<file path="config.mk">
export PLATFORM = sky130hd
export DESIGN_NAME = exu_top
export DESIGN_NICKNAME = d
export VERILOG_FILES = /design/src/rtl/exu_pkg.sv /design/src/rtl/exu_issue_if.sv /design/src/rtl/exu_retire_if.sv /design/src/rtl/exu_alu.sv /design/src/rtl/exu_mult.sv /design/src/rtl/exu_decode.sv /design/src/rtl/exu_execute.sv /design/src/rtl/exu_result.sv /design/src/rtl/exu_top.sv
export SDC_FILE = /design/constraint.sdc
export NUM_CORES = 2
export LEC_CHECK = 0
export ABC_CLOCK_PERIOD_IN_PS = 26600
export BUFFER_PORTS_ARGS = -buffer_cell sky130_fd_sc_hd__buf_2
export CAP_MARGIN = 5
export CORE_MARGIN = 2
export CORE_UTILIZATION = 59
export DETAILED_ROUTE_END_ITERATION = 12
export PLACE_DENSITY = 0.83
export SLEW_MARGIN = 0
export SYNTH_ARGS = -nofsm -noshare
export SYNTH_HDL_FRONTEND = slang
export SYNTH_HIERARCHICAL = 1
export SYNTH_SLANG_ARGS = --single-unit
export TNS_END_PERCENT = 50
</file>
<file path="constraint.sdc">
create_clock -name clk -period 26.6 [get_ports clk]
set_clock_uncertainty 0.15 [all_clocks]
set_input_delay 2.66 -clock clk [delete_from_list [all_inputs] [get_ports clk]]
set_output_delay 2.66 -clock clk [all_outputs]
set_load 0.05 [all_outputs]
</file>
<file path="src/rtl/exu_pkg.sv">
`default_nettype none

package exu_pkg;

  //////////////////////////////
  // Widths
  //////////////////////////////

  // Operands, results and jump target
  typedef logic [31:0] word_t;
  // Index into the result register file
  typedef logic [2:0]  reg_addr_t;
  // Wishbone word address
  typedef logic [3:0]  wb_addr_t;

  // Shift amounts come from operand B bits 4..0, upper bits ignored
  localparam int unsigned SHAMT_W = 5;

  // Result register file depth
  localparam int unsigned NUM_RES_REGS = 8;

  //////////////////////////////
  // Operations
  //////////////////////////////

  // Opcode field of the command word
  typedef enum logic [4:0] {
    ADD  = 5'd0,
    SUB  = 5'd1,
    AND  = 5'd2,
    OR   = 5'd3,
    XOR  = 5'd4,
    SLL  = 5'd5,
    SRL  = 5'd6,
    SRA  = 5'd7,
    SLT  = 5'd8,
    SLTU = 5'd9,
    // Branch compares, A against B
    BEQ  = 5'd10,
    BNE  = 5'd11,
    BLT  = 5'd12,
    BGE  = 5'd13,
    BLTU = 5'd14,
    BGEU = 5'd15,
    // Multiplier group
    MUL  = 5'd16,
    MULH = 5'd17,
    MAC  = 5'd18
  } exu_op_e;

  // Multiplier operand signedness, code 3 behaves as UU
  typedef enum logic [1:0] {
    UU = 2'd0,
    SU = 2'd1,
    SS = 2'd2
  } mult_sign_e;

  //////////////////////////////
  // Host address map
  //////////////////////////////

  // Operand registers, write only
  localparam wb_addr_t ADR_OPA      = 4'd0;
  localparam wb_addr_t ADR_OPB      = 4'd1;
  localparam wb_addr_t ADR_OPC      = 4'd2;
  // Command register, a write launches the operation
  localparam wb_addr_t ADR_CMD      = 4'd3;
  // Results 8..15, read only
  localparam wb_addr_t ADR_RES_BASE = 4'd8;

  // Command word fields, other bits ignored
  localparam int unsigned CMD_OP_LSB   = 0;
  localparam int unsigned CMD_DEST_LSB = 5;
  localparam int unsigned CMD_WE_BIT   = 8;
  localparam int unsigned CMD_SIGN_LSB = 9;

endpackage

`default_nettype wire

</file>
<file path="src/rtl/exu_issue_if.sv">
`default_nettype none
`timescale 1ns/1ps

// One decoded operation on its way from decode to execute
interface exu_issue_if;
  import exu_pkg::*;

  // Handshake, transfer when both high on a rising edge
  logic       valid;
  logic       ready;

  // Control fields split out of the command word
  exu_op_e    op;
  mult_sign_e sign;
  reg_addr_t  dest;
  logic       we;

  // Operand snapshot taken with the command
  word_t      operand_a;
  word_t      operand_b;
  word_t      operand_c;

  modport decode_mp (
    output valid, op, sign, dest, we, operand_a, operand_b, operand_c,
    input  ready
  );

  modport execute_mp (
    input  valid, op, sign, dest, we, operand_a, operand_b, operand_c,
    output ready
  );

endinterface

`default_nettype wire

</file>
<file path="src/rtl/exu_retire_if.sv">
`default_nettype none
`timescale 1ns/1ps

// One registered result on its way from execute to the result stage
interface exu_retire_if;
  import exu_pkg::*;

  // Same valid/ready rule as the issue side
  logic      valid;
  logic      ready;

  // Write target and payload
  reg_addr_t dest;
  logic      we;
  word_t     data;

  modport execute_mp (
    output valid, dest, we, data,
    input  ready
  );

  modport result_mp (
    input  valid, dest, we, data,
    output ready
  );

endinterface

`default_nettype wire

</file>
<file path="src/rtl/exu_alu.sv">
`default_nettype none
`timescale 1ns/1ps

module exu_alu
(
  input  exu_pkg::exu_op_e op_i,
  input  exu_pkg::word_t   operand_a_i,
  input  exu_pkg::word_t   operand_b_i,
  output exu_pkg::word_t   result_o,
  output logic             flag_o
);
  import exu_pkg::*;

  logic [SHAMT_W-1:0] shamt;
  logic               eq;
  logic               lt_s;
  logic               lt_u;

  // Only the low bits of B count as shift amount
  assign shamt = operand_b_i[SHAMT_W-1:0];

  // Shared comparators for SLT and the branch group
  assign eq   = operand_a_i == operand_b_i;
  assign lt_s = $signed(operand_a_i) < $signed(operand_b_i);
  assign lt_u = operand_a_i < operand_b_i;

  // Branch decision
  always_comb
  begin
    case (op_i)
      BEQ:     flag_o = eq;
      BNE:     flag_o = ~eq;
      BLT:     flag_o = lt_s;
      BGE:     flag_o = ~lt_s;
      BLTU:    flag_o = lt_u;
      BGEU:    flag_o = ~lt_u;
      default: flag_o = 1'b0;
    endcase
  end

  always_comb
  begin
    case (op_i)
      ADD:  result_o = operand_a_i + operand_b_i;
      SUB:  result_o = operand_a_i - operand_b_i;
      AND:  result_o = operand_a_i & operand_b_i;
      OR:   result_o = operand_a_i | operand_b_i;
      XOR:  result_o = operand_a_i ^ operand_b_i;
      SLL:  result_o = operand_a_i << shamt;
      SRL:  result_o = operand_a_i >> shamt;
      // Arithmetic shift keeps the sign bit
      SRA:  result_o = $signed(operand_a_i) >>> shamt;
      SLT:  result_o = {31'b0, lt_s};
      SLTU: result_o = {31'b0, lt_u};
      BEQ, BNE, BLT, BGE, BLTU, BGEU:
        result_o = {31'b0, flag_o};
      // Multiplier ops are picked up elsewhere
      default: result_o = '0;
    endcase
  end

endmodule

`default_nettype wire

</file>
<file path="src/rtl/exu_mult.sv">
`default_nettype none
`timescale 1ns/1ps

module exu_mult
(
  input  exu_pkg::mult_sign_e sign_i,
  input  logic                mac_en_i,
  // Select upper product word
  input  logic                high_i,
  input  exu_pkg::word_t      op_a_i,
  input  exu_pkg::word_t      op_b_i,
  input  exu_pkg::word_t      acc_i,
  output exu_pkg::word_t      result_o
);
  import exu_pkg::*;

  logic               a_signed;
  logic               b_signed;
  logic signed [32:0] a_ext;
  logic signed [32:0] b_ext;
  logic signed [63:0] prod;

  assign a_signed = (sign_i == SU) || (sign_i == SS);
  assign b_signed = sign_i == SS;

  // One extra bit turns every mode into a signed 33x33 multiply
  assign a_ext = {a_signed & op_a_i[31], op_a_i};
  assign b_ext = {b_signed & op_b_i[31], op_b_i};

  // 64 bits of the product are exact in all modes
  assign prod = a_ext * b_ext;

  always_comb
  begin
    if (high_i)
      result_o = prod[63:32];
    else if (mac_en_i)
      result_o = prod[31:0] + acc_i;
    else
      result_o = prod[31:0];
  end

endmodule

`default_nettype wire

</file>
<file path="src/rtl/exu_decode.sv">
`default_nettype none
`timescale 1ns/1ps

module exu_decode
(
  input  logic               clk,
  input  logic               rst_n,

  // Wishbone classic slave
  input  logic               wb_cyc_i,
  input  logic               wb_stb_i,
  input  logic               wb_we_i,
  input  exu_pkg::wb_addr_t  wb_adr_i,
  input  exu_pkg::word_t     wb_dat_i,
  output exu_pkg::word_t     wb_dat_o,
  output logic               wb_ack_o,

  // Result file read port
  output exu_pkg::reg_addr_t rd_addr_o,
  input  exu_pkg::word_t     rd_data_i,

  // Toward execute
  exu_issue_if.decode_mp     issue
);
  import exu_pkg::*;

  word_t   opa_q;
  word_t   opb_q;
  word_t   opc_q;
  logic    req;
  logic    wr_opa;
  logic    wr_opb;
  logic    wr_opc;
  logic    wr_cmd;
  logic    cmd_ok;
  logic    cmd_take;
  logic    ack_d;
  exu_op_e cmd_op;
  logic    cmd_branch;

  //////////////////////////////
  // Bus request decode
  //////////////////////////////

  // New request only while no ack is out, so each cycle gets one ack
  assign req    = wb_cyc_i & wb_stb_i & ~wb_ack_o;
  assign wr_opa = req & wb_we_i & (wb_adr_i == ADR_OPA);
  assign wr_opb = req & wb_we_i & (wb_adr_i == ADR_OPB);
  assign wr_opc = req & wb_we_i & (wb_adr_i == ADR_OPC);
  assign wr_cmd = req & wb_we_i & (wb_adr_i == ADR_CMD);

  // Decode register empty, or handed to execute on this edge
  assign cmd_ok   = ~issue.valid | issue.ready;
  assign cmd_take = wr_cmd & cmd_ok;

  // Command writes wait for room, everything else acks next cycle
  assign ack_d = req & (~wr_cmd | cmd_ok);

  // Command fields
  assign cmd_op     = exu_op_e'(wb_dat_i[CMD_OP_LSB +: $bits(exu_op_e)]);
  assign cmd_branch = cmd_op inside {BEQ, BNE, BLT, BGE, BLTU, BGEU};

  // Low address bits pick the result register
  assign rd_addr_o = wb_adr_i[$bits(reg_addr_t)-1:0];

  //////////////////////////////
  // Control state
  //////////////////////////////

  always_ff @(posedge clk or negedge rst_n)
  begin
    if (!rst_n)
    begin
      wb_ack_o    <= 1'b0;
      issue.valid <= 1'b0;
    end
    else
    begin
      wb_ack_o <= ack_d;
      // Load wins over drain so back to back commands stream
      if (cmd_take)
        issue.valid <= 1'b1;
      else if (issue.ready)
        issue.valid <= 1'b0;
    end
  end

  //////////////////////////////
  // Operands and pipeline data
  //////////////////////////////

  always_ff @(posedge clk)
  begin
    if (wr_opa)
      opa_q <= wb_dat_i;
    if (wr_opb)
      opb_q <= wb_dat_i;
    if (wr_opc)
      opc_q <= wb_dat_i;

    if (cmd_take)
    begin
      issue.op        <= cmd_op;
      issue.sign      <= mult_sign_e'(wb_dat_i[CMD_SIGN_LSB +: $bits(mult_sign_e)]);
      issue.dest      <= wb_dat_i[CMD_DEST_LSB +: $bits(reg_addr_t)];
      // Compares only steer the branch port, never the register file
      issue.we        <= wb_dat_i[CMD_WE_BIT] & ~cmd_branch;
      issue.operand_a <= opa_q;
      issue.operand_b <= opb_q;
      issue.operand_c <= opc_q;
    end

    // Read data goes out with the ack, operand and command space reads zero
    if (req & ~wb_we_i)
      wb_dat_o <= (wb_adr_i >= ADR_RES_BASE) ? rd_data_i : '0;
  end

endmodule

`default_nettype wire

</file>
<file path="src/rtl/exu_execute.sv">
`default_nettype none
`timescale 1ns/1ps

module exu_execute
(
  input  logic              clk,
  input  logic              rst_n,
  exu_issue_if.execute_mp   issue,
  exu_retire_if.execute_mp  retire,
  output logic              branch_valid_o,
  output logic              branch_taken_o,
  output exu_pkg::word_t    jump_target_o
);
  import exu_pkg::*;

  word_t     alu_result;
  logic      alu_flag;
  word_t     mult_result;
  logic      is_mult;
  logic      is_branch;
  logic      issue_hs;
  logic      retire_hs;

  // Execute/retire register
  logic      ex_valid_q;
  reg_addr_t ex_dest_q;
  logic      ex_we_q;
  word_t     ex_data_q;
  logic      ex_branch_q;
  logic      ex_taken_q;
  word_t     ex_target_q;

  assign is_mult   = issue.op inside {MUL, MULH, MAC};
  assign is_branch = issue.op inside {BEQ, BNE, BLT, BGE, BLTU, BGEU};

  exu_alu alu_i
  (
    .op_i        ( issue.op        ),
    .operand_a_i ( issue.operand_a ),
    .operand_b_i ( issue.operand_b ),
    .result_o    ( alu_result      ),
    .flag_o      ( alu_flag        )
  );

  // Operand C doubles as the accumulator
  exu_mult mult_i
  (
    .sign_i   ( issue.sign         ),
    .mac_en_i ( issue.op == MAC    ),
    .high_i   ( issue.op == MULH   ),
    .op_a_i   ( issue.operand_a    ),
    .op_b_i   ( issue.operand_b    ),
    .acc_i    ( issue.operand_c    ),
    .result_o ( mult_result        )
  );

  // Room when empty or when the result stage takes the entry this edge
  assign issue.ready = ~ex_valid_q | retire.ready;
  assign issue_hs    = issue.valid & issue.ready;
  assign retire_hs   = retire.valid & retire.ready;

  assign retire.valid = ex_valid_q;
  assign retire.dest  = ex_dest_q;
  assign retire.we    = ex_we_q;
  assign retire.data  = ex_data_q;

  always_ff @(posedge clk or negedge rst_n)
  begin
    if (!rst_n)
    begin
      ex_valid_q     <= 1'b0;
      branch_valid_o <= 1'b0;
      branch_taken_o <= 1'b0;
    end
    else
    begin
      if (issue_hs)
        ex_valid_q <= 1'b1;
      else if (retire_hs)
        ex_valid_q <= 1'b0;
      // Branch pulse lines up with the retire pulse of other ops
      branch_valid_o <= retire_hs & ex_branch_q;
      branch_taken_o <= retire_hs & ex_branch_q & ex_taken_q;
    end
  end

  always_ff @(posedge clk)
  begin
    if (issue_hs)
    begin
      ex_dest_q   <= issue.dest;
      ex_we_q     <= issue.we;
      ex_data_q   <= is_mult ? mult_result : alu_result;
      ex_branch_q <= is_branch;
      ex_taken_q  <= alu_flag;
      ex_target_q <= issue.operand_c;
    end
    if (retire_hs & ex_branch_q)
      jump_target_o <= ex_target_q;
  end

endmodule

`default_nettype wire

</file>
<file path="src/rtl/exu_result.sv">
`default_nettype none
`timescale 1ns/1ps

module exu_result
(
  input  logic               clk,
  input  logic               rst_n,
  input  logic               hold_i,
  exu_retire_if.result_mp    retire,
  input  exu_pkg::reg_addr_t rd_addr_i,
  output exu_pkg::word_t     rd_data_o,
  output logic               retire_valid_o,
  output exu_pkg::reg_addr_t retire_dest_o,
  output exu_pkg::word_t     retire_data_o
);
  import exu_pkg::*;

  word_t res_q [NUM_RES_REGS];
  logic  retire_hs;
  logic  wr_en;

  // Hold backs up the whole pipe from here
  assign retire.ready = ~hold_i;
  assign retire_hs    = retire.valid & retire.ready;
  assign wr_en        = retire_hs & retire.we;

  // Register file, cleared so unwritten entries read zero
  always_ff @(posedge clk or negedge rst_n)
  begin
    if (!rst_n)
    begin
      for (int i = 0; i < NUM_RES_REGS; i++)
        res_q[i] <= '0;
      retire_valid_o <= 1'b0;
    end
    else
    begin
      if (wr_en)
        res_q[retire.dest] <= retire.data;
      retire_valid_o <= wr_en;
    end
  end

  // Pulse payload, held until the next write
  always_ff @(posedge clk)
  begin
    if (wr_en)
    begin
      retire_dest_o <= retire.dest;
      retire_data_o <= retire.data;
    end
  end

  // Host read, registered in decode
  assign rd_data_o = res_q[rd_addr_i];

endmodule

`default_nettype wire

</file>
<file path="src/rtl/exu_top.sv">
`default_nettype none
`timescale 1ns/1ps

// Command path: ack edge loads decode, next edge execute, next edge retires
module exu_top
(
  input  logic               clk,
  input  logic               rst_n,

  // Host bus
  input  logic               wb_cyc_i,
  input  logic               wb_stb_i,
  input  logic               wb_we_i,
  input  exu_pkg::wb_addr_t  wb_adr_i,
  input  exu_pkg::word_t     wb_dat_i,
  output exu_pkg::word_t     wb_dat_o,
  output logic               wb_ack_o,

  // Stall from downstream
  input  logic               hold_i,

  // Retired register writes
  output logic               retire_valid_o,
  output exu_pkg::reg_addr_t retire_dest_o,
  output exu_pkg::word_t     retire_data_o,

  // Branch outcomes
  output logic               branch_valid_o,
  output logic               branch_taken_o,
  output exu_pkg::word_t     jump_target_o
);
  import exu_pkg::*;

  reg_addr_t rd_addr;
  word_t     rd_data;

  exu_issue_if  issue_if ();
  exu_retire_if retire_if ();

  exu_decode decode_i
  (
    .clk       ( clk      ),
    .rst_n     ( rst_n    ),
    .wb_cyc_i  ( wb_cyc_i ),
    .wb_stb_i  ( wb_stb_i ),
    .wb_we_i   ( wb_we_i  ),
    .wb_adr_i  ( wb_adr_i ),
    .wb_dat_i  ( wb_dat_i ),
    .wb_dat_o  ( wb_dat_o ),
    .wb_ack_o  ( wb_ack_o ),
    .rd_addr_o ( rd_addr  ),
    .rd_data_i ( rd_data  ),
    .issue     ( issue_if )
  );

  exu_execute execute_i
  (
    .clk            ( clk            ),
    .rst_n          ( rst_n          ),
    .issue          ( issue_if       ),
    .retire         ( retire_if      ),
    .branch_valid_o ( branch_valid_o ),
    .branch_taken_o ( branch_taken_o ),
    .jump_target_o  ( jump_target_o  )
  );

  exu_result result_i
  (
    .clk            ( clk            ),
    .rst_n          ( rst_n          ),
    .hold_i         ( hold_i         ),
    .retire         ( retire_if      ),
    .rd_addr_i      ( rd_addr        ),
    .rd_data_o      ( rd_data        ),
    .retire_valid_o ( retire_valid_o ),
    .retire_dest_o  ( retire_dest_o  ),
    .retire_data_o  ( retire_data_o  )
  );

endmodule

`default_nettype wire

</file>
Word-level counts from Yosys, hierarchy flattened
Cells that the tools add are included.
{"block": "word_totals", "regBits": 634, "in_bits": 42, "output_inout_bits": 103, "wordCells": 138}
{"block": "op_classes", "n_addsub": 3, "multipliers": 1, "n_lt_le_gt_ge": 6, "n_eq_ne": 30, "n_shift": 3, "muxes": 15, "n_bitwise": 36, "reduce_logical": 10}
{"cell": "$pmux 32 s11", "n": 1}
{"cell": "$bwmux 256", "n": 1}
{"cell": "$mux 32", "n": 6}
{"cell": "$bmux 32 s3", "n": 1}
{"cell": "$demux 32 s3", "n": 1}
{"cell": "$eq 5x4->1 const B", "n": 14}
{"cell": "$add 32x32->32", "n": 2}
{"cell": "$lt 32x32->1", "n": 2}
{"cell": "$mul 33x33->64", "n": 1}
{"cell": "$and 32x32->32", "n": 1}
{"cell": "$eq 32x32->1", "n": 1}
{"cell": "$or 32x32->32", "n": 1}
{"cell": "$shl 32x5->32", "n": 1}
{"cell": "$shr 32x5->32", "n": 1}
{"cell": "$sshr 32x5->32", "n": 1}
{"cell": "$sub 32x32->32", "n": 1}
{"cell": "$xor 32x32->32", "n": 1}
{"cell": "$eq 5x3->1 const B", "n": 4}
{"cell": "$and 1x1->1", "n": 18}
{"cell": "$eq 5x5->1 const B", "n": 3}
{"cell": "$ge 4x4->1 const B", "n": 3}
{"cell": "$reduce_bool 6->1", "n": 2}
{"cell": "$eq 5x2->1 const B", "n": 2}
{"cell": "$not 1->1", "n": 10}
{"cell": "other kinds (17)", "n": 25}

Longest topological paths before layout
{"block": "logic_depth", "word_depth": 8, "mapped_depth": 36, "mapped_depth_nobuf": 35}

By module
The synthesis kept the hierarchy.
{"mod": "exu_mult", "instances": 1, "cells_each": 4453, "area_per_inst_um2": 40184.8, "seq_area_each_um2": 0.0}
{"mod": "exu_result", "instances": 1, "cells_each": 703, "area_per_inst_um2": 12528.3, "seq_area_each_um2": 7482.2}
{"mod": "exu_alu", "instances": 1, "cells_each": 1333, "area_per_inst_um2": 9285.2, "seq_area_each_um2": 0.0}
{"mod": "exu_decode", "instances": 1, "cells_each": 294, "area_per_inst_um2": 7475.9, "seq_area_each_um2": 7106.8}
{"mod": "exu_execute", "instances": 1, "cells_each": 151, "area_per_inst_um2": 3754.9, "seq_area_each_um2": 3138.0}

Worst setup path before layout
Ideal clock, no wire load.
{"block": "synth_path", "path_kind": "input to register", "start": "input port wb_adr_i[3]", "end": "register decode_i.issue.dest[0], enable pin", "setup_time_ns": 0.631, "t_arrival_ns": 8.916, "required_time_ns": 25.819, "slack_ns": 16.903, "stages": 2, "n_path_buf": 0, "cell_sequence": "or3b_4 -> nor4_2"}
{"block": "synth_between", "elab_chain_len": 3}
{"item": "start, declared", "line_no": "exu_top.sv:14", "text": "input exu_pkg::wb_addr_t wb_adr_i,"}
{"item": "$eq 4x2->1", "line_no": "exu_decode.sv:50", "text": "assign wr_cmd = req & wb_we_i & (wb_adr_i == ADR_CMD);"}
{"item": "$and 1x1->1", "line_no": "exu_decode.sv:50"}
{"item": "$and 1x1->1", "line_no": "exu_decode.sv:54", "text": "assign cmd_take = wr_cmd & cmd_ok;"}
{"item": "net decode_i.cmd_take", "line_no": "exu_decode.sv:36", "text": "logic cmd_take;"}
{"item": "end signal, assigned", "line_no": "exu_decode.sv:105", "text": "issue.dest <= wb_dat_i[CMD_DEST_LSB +: $bits(reg_addr_t)];"}
{"item": "end, declared", "line_no": "exu_issue_if.sv:24", "text": "output valid, op, sign, dest, we, operand_a, operand_b, operand_c,"}
The timed path passes the listed nets, and every way through them passes these cells.
A chain may end at the register's enable or synchronous reset.

Final worst setup path
{"block": "layout_path", "start": "register decode_i.issue.operand_b[2]", "end": "register execute_i.ex_data_q[30], in the netlist execute_i/retire.data[30] (data pin)"}
{"block": "layout_between", "elab_chain_len": 5, "word_cells_on_any_way": 11}
{"item": "start, declared", "line_no": "exu_issue_if.sv:24"}
{"item": "start signal, assigned", "line_no": "exu_decode.sv:109", "text": "issue.operand_b <= opb_q;"}
{"item": "$mul 33x33->64 (*)", "line_no": "exu_mult.sv:31", "text": "assign prod = a_ext * b_ext;"}
{"item": "$add 32x32->32", "line_no": "exu_mult.sv:38", "text": "result_o = prod[31:0] + acc_i;"}
{"item": "$mux 32", "line_no": "exu_mult.sv:37", "text": "else if (mac_en_i)"}
{"item": "$mux 32 (*)", "line_no": "exu_mult.sv:35", "text": "if (high_i)"}
{"item": "net execute_i.mult_result[30]", "line_no": "exu_execute.sv:18", "text": "word_t mult_result;"}
{"item": "$mux 32 (*)", "line_no": "exu_execute.sv:93", "text": "ex_data_q <= is_mult ? mult_result : alu_result;"}
{"item": "end signal, assigned", "line_no": "exu_execute.sv:93"}
{"item": "end, declared", "line_no": "exu_execute.sv:28", "text": "word_t ex_data_q;"}
The timed path passes the listed nets; every way through them passes the cells marked *.

==> results.yml <==
outcome:
  status: "completed"
worst_setup_path:
  critPathRequiredTime_ns: 26.86
  worstPathMaxFanout: 85
  path_common_cell: "fa_1"
  crit_arrival_ns: 11.14
  start_kind: "flop"
  critical_path.slowest_cell: "buf_4"
  endpoint_kind: "flop"
  critical_path_class: "reg2reg"
  max_stage_delay_ns: 0.87
floorplanning:
  die_w_um: 356
  die-area_mm2: 0.127
  rows: 129
  core-area_mm2: 0.123
  die_y_um: 356
  start_util_pct: 59.3
  ios: 145
timing:
  min_period_over_period_pct: 40.9
  setup-violations-final: 0
  fin_crit_ns: 10.88
  finalHoldViolCount: 0
  worst_pin_slew_ns: 1.34
  rsz0062_at_grt: "false"
  slew_violations: 0
  fmax_mhz: 91.9
  relSlewSlack_pct: 10.9
  hold_slack_ns: 0.262
  finalSetupTns_ns: 0
yosys:
  seq_area_frac_synth_pct: 24.2
  syn_avg_cell_area_um2: 10.6
  synth_nets: 8448
  syn_area_mm2: 0.0732
  yosysWarnings: 6
  synth_edf_count: 372
  syn_inst: 6934
  synth_cell_types: 113
  ys_seq_elements: 634
  synthArstFlopShare_pct: 41.3
  synth_ff_type: "edfxtp_1"
grt:
  grt_pass1_wl_um: 345000
  overflow: 0
  grt_pass1_vias: 57415
  antenna_found_initial: 14
  track_usage_pct: 36.0
  grt_max_degree: 100
power:
  p_leak_nw: 35.5
  max-vdd-ir-drop_mv: 0.0789
  p_per_area_mw_per_mm2: 46.7
  p_seq_share_pct: 29.0
  intPower_mw: 2.14
  p_clk_share_pct: 25.4
  power_mw: 3.61
  comb_power_share_pct: 45.6
  switching_share_pct: 40.7
  switching_power_mw: 1.47
clocking:
  cts_hold_buf: 0
  insertion_delay_ns: 0.67
  postCtsResizedCells: 0
  post-cts-setup-buffers: 0
  cts_tree: "built"
  clock-sinks: 634
  clkTransAtPathRegs_ns: 0.07
  cts_buffers: 60
  cts_root_buffer: "clkbuf_16"
  htree_num_levels: 2
  cts_max_path_buffers: 3
detailed_routing:
  ant_nets: 0
  viasPerCell: 6.33
  vias: 54088
  drt_iter0_markers: 5802
  wl_per_cell_um: 26.3
  routed_wl_um: 225000
  drc: 0
  dr.pass1.iters: 8
layout:
  layout_commonest_cell: "inv_1"
  area_delta_synth_final_pct: 5.57
  multi_input_area_mm2: 0.0494
  final_area_mm2: 0.0773
  layout.core_utilization_pct: 62.6
  nets: 8364
  post_route_cells_drive_above_1_share_pct: 12.0
  fillers: 9345
  seq_area_mm2: 0.0177
  mostFrequentLayoutCells: "inv_1 (1191), fa_1 (1128), nand2_1 (755), and2_1 (510), edfxtp_1 (372)"
place:
  port_buffers: 144
  gp_congestion: 1.07
  placed_area_mm2: 0.0752
  dpl.hpwl_um: 161000
job:
  cap_violations: 0
worst_hold_path:
  worstHoldPathType: "reg2reg"
==> metal layers <==
metal | track usage, % | share of wire, % | vias to the layer above
met5 | 0 | 0.033 | -
met4 | 19.6 | 6.3 | 12
met3 | 8.49 | 11 | 811
met2 | 56.7 | 46 | 3439
met1 | 46.5 | 36 | 27641
li1 | - | - | 22185
==> synthesized netlist by cell type (all sizes together), types with 11 or more instances <==
cell type	instances	area share, %
fa	1128	31
nand4	25	0.21
mux2i	63	0.86
o21ai	191	1.3
a22oi	15	0.15
o31ai	12	0.14
a31oi	25	0.21
nor2b	27	0.23
a221o	19	0.26
nand2	755	3.9
nand3	52	0.36
nor2	204	1.0
xnor2	76	0.91
nor4	13	0.13
o21a	20	0.21
ha	344	5.9
dfrtp	262	9.0
and2	512	4.4
o21bai	24	0.25
or2	20	0.17
a221oi	14	0.17
nor3b	11	0.13
o221ai	11	0.13
xor2	43	0.51
mux2	340	5.4
o211ai	35	0.37
or3	16	0.14
a2111oi	12	0.16
buf	98	0.82
mux4	116	3.6
clkbuf	298	1.5
a21oi	214	1.5
nand2b	24	0.21
a21o	60	0.64
edfxtp	372	15
a211oi	46	0.48
nor3	61	0.43
o22ai	12	0.11
inv	1193	6.1
and3	21	0.18
==> final timing paths <==
kind / start / endpoint / slack (ns) / cells after the start
worst min-delay path: decode_i/opc_q[12] / decode_i/issue.operand_c[12] / 0.26 / 0
worst min register to register: decode_i/opc_q[12] / decode_i/issue.operand_c[12] / 0.26 / 0
worst max register to register: decode_i/issue.operand_b[2] / execute_i/retire.data[30] / 15.72 / 32
min in group asynchronous: rst_n / result_i/res_q[42] / 1.87 / 1
max in group asynchronous: rst_n / result_i/res_q[30] / 22.77 / 2
worst max-delay path: decode_i/issue.operand_b[2] / execute_i/retire.data[30] / 15.72 / 32
==> metrics by stage <==
step                std cells  setup slack, ns
global placement         8425            16.24
detailed placement       8425            16.03
CTS                      8538            15.97
finish                   8548            15.72
floorplan                6934            16.90
global route             8539            15.40
==> flip-flops by register name, indices dropped and copies added (netlist names), 2 cells and up <==
register                  count
execute_i/ex_target_q        32
decode_i/issue.dest           3
decode_i/issue.operand_a     32
execute_i/retire.dest         3
decode_i/opa_q               32
decode_i/opc_q               32
decode_i/issue.sign           2
result_i/res_q              256
decode_i/opb_q               32
decode_i/issue.operand_c     32
result_i/retire_dest_o        3
execute_i/jump_target_o      32
result_i/retire_data_o       32
decode_i/issue.op             5
decode_i/wb_dat_o            32
decode_i/issue.operand_b     32
execute_i/retire.data        32
==> cell type report <==
class,count,share of cell area [%]
Antenna cell,10,0.0324
Clock buffer,80,2.17
Clock inverter,33,0.549
Inverter,1196,5.81
Multi-Input combinational cell,4708,63.9
Sequential cell,634,22.9
Tap cell,1637,2.65
Timing Repair Buffer,250,1.98
==> critical path: cells and delay by family, from the launching register on <==
family	cells	cell delay, ns
xor+xnor	2	0.54
simple gates	4	0.65
flops	1	0.68
fa+ha+maj	10	4.53
mux	3	0.52
buf+inv	4	1.03
compound gates	9	2.49
==> power by group through the flow <==
| stage | registers, mW | logic (mW) | clock network, mW |
|---|---|---|---|
| 2_1_floorplan | 1.07 | 1.06 | 0 |
| 3_3_place_gp | 1.07 | 1.53 | 0 |
| 3_5_place_dp | 1.07 | 1.56 | 0 |
| 4_1_cts | 1.05 | 1.57 | 0.926 |
| 5_1_grt | 1.05 | 1.76 | 0.961 |
| 6_report | 1.05 | 1.65 | 0.917 |
==> cells by family (layout without fill, tap and decap cells) <==
| logic type | Yosys count | in the layout | share of synthesized area [%] |
|---|---|---|---|
| buf+inv | 1592 | 1559 | 8.48 |
| mux | 519 | 519 | 9.81 |
| other cells | 0 | 10 | 0 |
| compound gates | 808 | 808 | 7.31 |
| xor+xnor | 119 | 119 | 1.42 |
| fa+ha+maj | 1472 | 1472 | 36.7 |
| simple gates | 1790 | 1790 | 12.1 |
| flops | 634 | 634 | 24.2 |
Note: power is estimated with default switching activity, not from simulation.
